`config.mk`:
```
export PLATFORM = sky130hd
export DESIGN_NAME = itlb
export DESIGN_NICKNAME = d
export VERILOG_FILES = /design/src/logic/vm_pkg.sv /design/src/logic/itlb_pkg.sv /design/src/logic/itlb_entry_array.sv /design/src/logic/itlb_lookup.sv /design/src/logic/itlb_replacement_block.sv /design/src/logic/itlb.sv
export VERILOG_INCLUDE_DIRS = /design/src /design/src/logic
export SDC_FILE = /design/constraint.sdc
export NUM_CORES = 1
export LEC_CHECK = 0
export BUFFER_PORTS_ARGS = -buffer_cell sky130_fd_sc_hd__buf_4
export CAP_MARGIN = 20
export CORE_MARGIN = 5
export CORE_UTILIZATION = 57
export DETAILED_ROUTE_END_ITERATION = 8
export PLACE_DENSITY = 0.85
export SYNTH_ARGS = -nofsm -noshare
export SYNTH_HDL_FRONTEND = slang
export SYNTH_SLANG_ARGS = --single-unit
```
`constraint.sdc`:
```
create_clock -name clk_i -period 9.26 [get_ports clk_i]
set_input_delay 1.389 -clock clk_i [delete_from_list [all_inputs] [get_ports clk_i]]
set_output_delay 1.389 -clock clk_i [all_outputs]
set_load 0.01 [all_outputs]
```
`src/logic/itlb_config.svh`:
```
`ifndef ITLB_CONFIG_SVH
`define ITLB_CONFIG_SVH

// Instruction TLB sizing for an Sv39 core

// Number of fully associative entries
// Kept small so eviction is reached after a handful of refills
`define ITLB_ENTRIES 4

// Sv39 virtual page number
// 39-bit virtual address minus the 12-bit page offset
`define ITLB_VPN_W 27

// Sv39 physical page number
// 56-bit physical address minus the 12-bit page offset
`define ITLB_PPN_W 44

`endif

```
`src/logic/vm_pkg.sv`:
```
`default_nettype none

`include "itlb_config.svh"

// Address types of the virtual memory system
package vm_pkg;

  // Virtual page number, three 9-bit Sv39 levels
  typedef logic [`ITLB_VPN_W-1:0] vpn_t;

  // Physical page number
  typedef logic [`ITLB_PPN_W-1:0] ppn_t;

endpackage

`default_nettype wire

```
`src/logic/itlb_pkg.sv`:
```
`default_nettype none

`include "itlb_config.svh"

// Bookkeeping types of the instruction TLB
package itlb_pkg;

  // One bit per entry
  // Used for valid, hit, user and replacement vectors
  typedef logic [`ITLB_ENTRIES-1:0] way_vec_t;

  // Encoded entry index
  typedef logic [$clog2(`ITLB_ENTRIES)-1:0] way_idx_t;

endpackage

`default_nettype wire

```
`src/logic/itlb_entry_array.sv`:
```
`timescale 1ns/100ps
`default_nettype none

`include "itlb_config.svh"

// Storage of the TLB translations
// One tag, one PPN and one user bit per entry, plus a valid bit
module itlb_entry_array (
  input  logic               clk_i,
  input  logic               rst_ni,
  // Refill from the page-table walker
  input  logic               refill_valid_i,
  input  vm_pkg::vpn_t       refill_vpn_i,
  input  vm_pkg::ppn_t       refill_ppn_i,
  input  logic               refill_user_i,
  // One-hot slot chosen by the replacement block
  input  itlb_pkg::way_vec_t refill_way_i,
  // Invalidate every entry
  input  logic               flush_i,
  // Entry contents toward the lookup
  output vm_pkg::vpn_t       tag_o [`ITLB_ENTRIES],
  output vm_pkg::ppn_t       ppn_o [`ITLB_ENTRIES],
  output itlb_pkg::way_vec_t user_o,
  output itlb_pkg::way_vec_t valid_o
);

  vm_pkg::vpn_t       tag_q [`ITLB_ENTRIES];
  vm_pkg::ppn_t       ppn_q [`ITLB_ENTRIES];
  itlb_pkg::way_vec_t user_q;
  itlb_pkg::way_vec_t valid_q;
  // Per-entry write enable
  itlb_pkg::way_vec_t write_en;

  // Only the selected slot is written on a refill
  assign write_en = refill_valid_i ? refill_way_i : '0;

  // Translation payload
  // Contents only matter once the valid bit is set
  for (genvar k = 0; k < `ITLB_ENTRIES; k++) begin : gen_entry
    always_ff @(posedge clk_i) begin
      if (write_en[k]) begin
        tag_q[k]  <= refill_vpn_i;
        ppn_q[k]  <= refill_ppn_i;
        user_q[k] <= refill_user_i;
      end
    end
  end

  // Valid bits
  // Flush has priority over a refill in the same cycle
  always_ff @(posedge clk_i or negedge rst_ni) begin
    if (!rst_ni) begin
      valid_q <= '0;
    end else if (flush_i) begin
      valid_q <= '0;
    end else if (refill_valid_i) begin
      valid_q <= valid_q | write_en;
    end
  end

  // Registered contents go straight to the lookup logic
  assign tag_o   = tag_q;
  assign ppn_o   = ppn_q;
  assign user_o  = user_q;
  assign valid_o = valid_q;

endmodule

`default_nettype wire

```
`src/logic/itlb_lookup.sv`:
```
`timescale 1ns/100ps
`default_nettype none

`include "itlb_config.svh"

// Fully associative lookup
// Compares the request against all entries in one cycle
module itlb_lookup (
  // Request from the fetch stage
  input  logic               req_valid_i,
  input  vm_pkg::vpn_t       req_vpn_i,
  // Entry contents
  input  vm_pkg::vpn_t       tag_i [`ITLB_ENTRIES],
  input  vm_pkg::ppn_t       ppn_i [`ITLB_ENTRIES],
  input  itlb_pkg::way_vec_t user_i,
  input  itlb_pkg::way_vec_t valid_i,
  // Per-entry match, one-hot or zero
  output itlb_pkg::way_vec_t hit_vec_o,
  // Translation result
  output logic               hit_o,
  output vm_pkg::ppn_t       ppn_o,
  output logic               user_o
);

  itlb_pkg::way_vec_t match_vec;

  // Tag compare on every entry
  // A VPN is never held twice, so at most one bit is set
  always_comb begin
    for (int k = 0; k < `ITLB_ENTRIES; k++) begin
      match_vec[k] = req_valid_i && valid_i[k] && (tag_i[k] == req_vpn_i);
    end
  end

  assign hit_vec_o = match_vec;

  // Any match is a hit
  // Low whenever there is no request
  assign hit_o = |match_vec;

  // AND-OR mux over the entries
  // Everything stays zero on a miss
  always_comb begin
    ppn_o  = '0;
    user_o = 1'b0;
    for (int k = 0; k < `ITLB_ENTRIES; k++) begin
      ppn_o  = ppn_o | (ppn_i[k] & {`ITLB_PPN_W{match_vec[k]}});
      user_o = user_o | (user_i[k] & match_vec[k]);
    end
  end

endmodule

`default_nettype wire

```
`src/logic/itlb_replacement_block.sv`:
```
`timescale 1ns/100ps
`default_nettype none

`include "itlb_config.svh"

// NRU replacement for the instruction TLB
// Invalid entries are filled first, lowest index wins
// With all entries valid, the lowest entry not recently used is chosen
module itlb_replacement_block #(
  parameter int N = `ITLB_ENTRIES
) (
  input  logic               clk_i,
  input  logic               rst_ni,
  // Valid bits of the entry array
  input  itlb_pkg::way_vec_t itlb_valid_vec_i,
  // Lookup activity, drives the used bits
  input  logic               itlb_req_valid_i,
  input  itlb_pkg::way_vec_t itlb_hit_vec_i,
  input  logic               itlb_hit_i,
  // One-hot slot for the next refill
  output itlb_pkg::way_vec_t itlb_replacement_vec_o
);

  // Recently used marks, called safe here
  itlb_pkg::way_vec_t safe_q;
  itlb_pkg::way_vec_t unsafe_vec;
  itlb_pkg::way_vec_t invalid_vec;
  itlb_pkg::way_idx_t unsafe_idx;
  itlb_pkg::way_idx_t invalid_idx;
  itlb_pkg::way_vec_t unsafe_oh;
  itlb_pkg::way_vec_t invalid_oh;
  logic               access_hit;
  logic               last_unsafe;
  logic               hit_on_last_unsafe;
  itlb_pkg::way_vec_t safe_en;

  // Index of the lowest set bit, zero when none is set
  function automatic itlb_pkg::way_idx_t lowest_set(input itlb_pkg::way_vec_t vec);
    itlb_pkg::way_idx_t idx;
    idx = '0;
    for (int k = N - 1; k >= 0; k--) begin
      if (vec[k]) begin
        idx = itlb_pkg::way_idx_t'(k);
      end
    end
    return idx;
  endfunction

  assign unsafe_vec  = ~safe_q;
  assign invalid_vec = ~itlb_valid_vec_i;

  // Priority encode, then back to one-hot
  assign unsafe_idx  = lowest_set(unsafe_vec);
  assign invalid_idx = lowest_set(invalid_vec);
  assign unsafe_oh   = itlb_pkg::way_vec_t'(1) << unsafe_idx;
  assign invalid_oh  = itlb_pkg::way_vec_t'(1) << invalid_idx;

  // Marks change only on a lookup hit
  assign access_hit = itlb_req_valid_i && itlb_hit_i;

  // A single unmarked entry left, and this hit lands on it
  assign last_unsafe        = (unsafe_oh == unsafe_vec);
  assign hit_on_last_unsafe = last_unsafe && (unsafe_oh == itlb_hit_vec_i);

  // Normally only the hit entry is written
  // On the last unmarked entry, all bits reload from the hit vector
  always_comb begin
    if (!access_hit) begin
      safe_en = '0;
    end else if (hit_on_last_unsafe) begin
      safe_en = '1;
    end else begin
      safe_en = itlb_hit_vec_i;
    end
  end

  // Used bits, one enable per flop
  // Flush of the array leaves them alone
  for (genvar k = 0; k < N; k++) begin : gen_safe
    always_ff @(posedge clk_i or negedge rst_ni) begin
      if (!rst_ni) begin
        safe_q[k] <= 1'b0;
      end else if (safe_en[k]) begin
        safe_q[k] <= itlb_hit_vec_i[k];
      end
    end
  end

  // Invalid slots first, NRU victim once the array is full
  assign itlb_replacement_vec_o = (&itlb_valid_vec_i) ? unsafe_oh : invalid_oh;

endmodule

`default_nettype wire

```
`src/logic/itlb.sv`:
```
`timescale 1ns/100ps
`default_nettype none

`include "itlb_config.svh"

// Instruction TLB top level
// Combinational lookup, refill from the walker, flush of all entries
module itlb (
  input  logic         clk_i,
  input  logic         rst_ni,
  // Lookup request
  input  logic         req_valid_i,
  input  vm_pkg::vpn_t req_vpn_i,
  // Lookup result, same cycle
  output logic         hit_o,
  output vm_pkg::ppn_t ppn_o,
  output logic         user_o,
  // Refill from the page-table walker
  input  logic         refill_valid_i,
  input  vm_pkg::vpn_t refill_vpn_i,
  input  vm_pkg::ppn_t refill_ppn_i,
  input  logic         refill_user_i,
  // Invalidate everything
  input  logic         flush_i
);

  vm_pkg::vpn_t       entry_tag [`ITLB_ENTRIES];
  vm_pkg::ppn_t       entry_ppn [`ITLB_ENTRIES];
  itlb_pkg::way_vec_t entry_user;
  itlb_pkg::way_vec_t entry_valid;
  itlb_pkg::way_vec_t hit_vec;
  itlb_pkg::way_vec_t repl_vec;

  // Translation storage
  itlb_entry_array u_entry_array (
    .clk_i          (clk_i),
    .rst_ni         (rst_ni),
    .refill_valid_i (refill_valid_i),
    .refill_vpn_i   (refill_vpn_i),
    .refill_ppn_i   (refill_ppn_i),
    .refill_user_i  (refill_user_i),
    .refill_way_i   (repl_vec),
    .flush_i        (flush_i),
    .tag_o          (entry_tag),
    .ppn_o          (entry_ppn),
    .user_o         (entry_user),
    .valid_o        (entry_valid)
  );

  // Parallel compare and result mux
  itlb_lookup u_lookup (
    .req_valid_i (req_valid_i),
    .req_vpn_i   (req_vpn_i),
    .tag_i       (entry_tag),
    .ppn_i       (entry_ppn),
    .user_i      (entry_user),
    .valid_i     (entry_valid),
    .hit_vec_o   (hit_vec),
    .hit_o       (hit_o),
    .ppn_o       (ppn_o),
    .user_o      (user_o)
  );

  // Victim selection, fed back as the refill write select
  itlb_replacement_block #(
    .N (`ITLB_ENTRIES)
  ) u_replacement (
    .clk_i                  (clk_i),
    .rst_ni                 (rst_ni),
    .itlb_valid_vec_i       (entry_valid),
    .itlb_req_valid_i       (req_valid_i),
    .itlb_hit_vec_i         (hit_vec),
    .itlb_hit_i             (hit_o),
    .itlb_replacement_vec_o (repl_vec)
  );

endmodule

`default_nettype wire

```
==> impl_metrics.ini <==
[timing]
worst_pin_slew_ps = 1104
maxSlewViolCount = 0
final.setup.tns_ps = 0
clock.fmax_mhz = 193.5
slew-limit-headroom_pct = 26.42
setup_viol = 0
hold_violations = 0
whs_ps = 641.6
timing.final.crit_share_pct = 55.82
finalCriticalPeriod_ps = 5169
rsz0062_at_grt = no
skew_ps = 21.96

[synthesis]
yosysTopAreaCellShare_pct = 74.86
ys_async_sr_fraction_pct = 2.703
ys_types = 34
synth.most_common_cell = edfxtp_1
synth.cell_area_um2 = 11550
syn-instance-count = 688
ys_ff_latch = 296
synth.avg_cell_area_um2 = 16.79
yosys_warnings = 0
yosys_most_used_dff = edfxtp_1
synth_area_leaders = edfxtp_1 75%, xor2_1 7.4%, a22oi_1 5.8%
synthTopCellsByCount = 288 x edfxtp_1, 98 x xor2_1, 90 x a22oi_1, 61 x nand2_1, 40 x nor4_1
ys_seq_area_share_pct = 76.59
synth_top_area_cell = edfxtp_1
synth_nets = 792
synth_edf_count = 288

[grt]
grt_remaining_overflow = 0
grt_pass1_wl_um = 38920
track_usage_pct = 21.31
grt_pass1_vias = 6951
antenna_found_initial = 0
grt_max_degree = 73

[clock_tree]
clock_sinks = 296
cts_setup_buffers = 0
numCtsBuffers = 29
clock_latency_ps = 540
ctsRootBufferMaster = clkbuf_16
cts_tree = built
cts_htree_levels = 1
cts_buffer_depth = 3
cts_resized = 0
holdBufCountCts = 0
clk_pin_slew_ps = 60

[setup_path]
cp.arrival_ps = 3780
crit_slowest_cell = nor4_1
critPathMostFrequentCell = buf_4
slowest_delay_ps = 540
cp_cell_sequence = buf_4 -> xor2_1 -> nor4_1 -> nand4_1 -> nor4_4 -> buf_4 -> a22oi_1 -> nand2_1 -> buf_4
crit_path_end_kind = output pin
path_class = in -> out
path_max_fanout = 46
start_kind = input port
critPathRequiredTime_ps = 7870

[finish]
layout-drive-gt1-share_pct = 24.15
syn_to_final_growth_pct = 20.49
fill_cells = 1281
register_area_um2 = 8848
utilization_pct = 69.24
multi_input_comb_area_um2 = 2635
nets = 962
num_antenna_cells = 0

[drt]
dr_total_vias = 6702
ant_nets = 0
drt_iter0_drc = 592
dr.pass1.iters = 5
wl_per_cell_um = 22.14
routed_wl_um = 25420
via_per_inst = 5.838
drc = 0

[die]
die_area_um2 = 23220
num_rows = 52
fp.dieH_um = 152.4
io_pins = 150
die-width_um = 152.4
initial_utilization_pct = 57.46
core_region_area_um2 = 20100

[job]
max_cap_viol_count = 0

[place]
place_congestion = 0.9052
port_buffers = 149
dp_hpwl_um = 16280

[status]
status = finished, final reports clean

[power]
ir_drop_v = 0.0001815
power_per_cell_area_nw_per_um2 = 197.4
total_leakage_power_nw = 5.002

[worst_hold_path]
hp-class = reg -> reg
stage by stage:
step	power [mW]	worst slack [ps]	std cells	instance area, um2
6_report	2.747	4091	1148	13920
5_1_grt	2.835	4009	1148	13920
4_1_cts	2.760	4095	1147	13890
3_5_place_dp	1.682	4120	1096	13020
3_3_place_gp	1.677	4183	1096	13020
2_1_floorplan	1.604	1807	688	11550
cells by family after synthesis:
family          count (synthesis)  synth area share, %
compound gates                106                6.867
xor+xnor                      113                8.567
buf+inv                        23                1.170
flops                         296                76.59
mux                             1              0.08665
simple gates                  149                6.715
where the power goes:
part | leakage (nW) | internal [mW] | switching (mW)
clock | 0.430 | 0.630 | 0.461
combinational | 1.82 | 0.0499 | 0.0811
sequential | 2.75 | 1.51 | 0.0118
per-layer routing:
layer	global-route usage, %	share of wire, %	vias to the layer above
met3	5.425	9.1	36
met1	28.17	39	3333
met4	5.950	2.0	0
met2	35.54	50	299
li1	-	-	3034
met5	0	0	-
final cells by class:
type / count / area share [%]
sequential: 296 / 63.57
multi-input combinational: 369 / 18.93
timing repair buffer: 159 / 8.719
clock buffer: 39 / 5.483
tap: 270 / 2.427
clock inverter: 12 / 0.7910
inverter: 3 / 0.08090
state kept, by name (all words and copies together), names as in the netlist:
name	count
u_entry_array.user_o	4
u_entry_array.tag_o	108
u_replacement.safe_q	4
u_entry_array.valid_o	4
u_entry_array.ppn_o	176
path summary, 6_finish.rpt:
check                      cells past startpoint                       to                     from  slack (ps)
max                                            9                ppn_o[32]            req_vpn_i[17]        4090
min                                            2  u_replacement.safe_q[0]  u_replacement.safe_q[0]         640
max reg2reg                                    8  u_replacement.safe_q[1]  u_entry_array.tag_o[35]        6290
min reg2reg                                    2  u_replacement.safe_q[0]  u_replacement.safe_q[0]         640
max in group asynchronous                      1  u_replacement.safe_q[1]                   rst_ni        8430
min in group asynchronous                      1  u_replacement.safe_q[2]                   rst_ni         670
placed cells by master, fill, tap and decap left out, types with 5 or more instances in the layout:
cell	instances
nand4_1	12
edfxtp_1	288
clkbuf_1	10
buf_4	158
a22oi_1	90
clkinv_2	6
clkbuf_16	29
dfrtp_1	8
xnor2_1	15
nor2_1	17
xor2_1	98
nor4_1	39
a21oi_1	5
nand2_1	61
worst max-delay path, delay by kind of cell:
| kind | cells | cell delay (ps) |
|---|---|---|
| and+or+nand+nor | 4 | 1210 |
| buffers and inverters | 3 | 800 |
| AOI/OAI and AO/OA | 1 | 190 |
| xor gates and xnor gates | 1 | 170 |
Note: power is estimated with default switching activity, not from simulation.
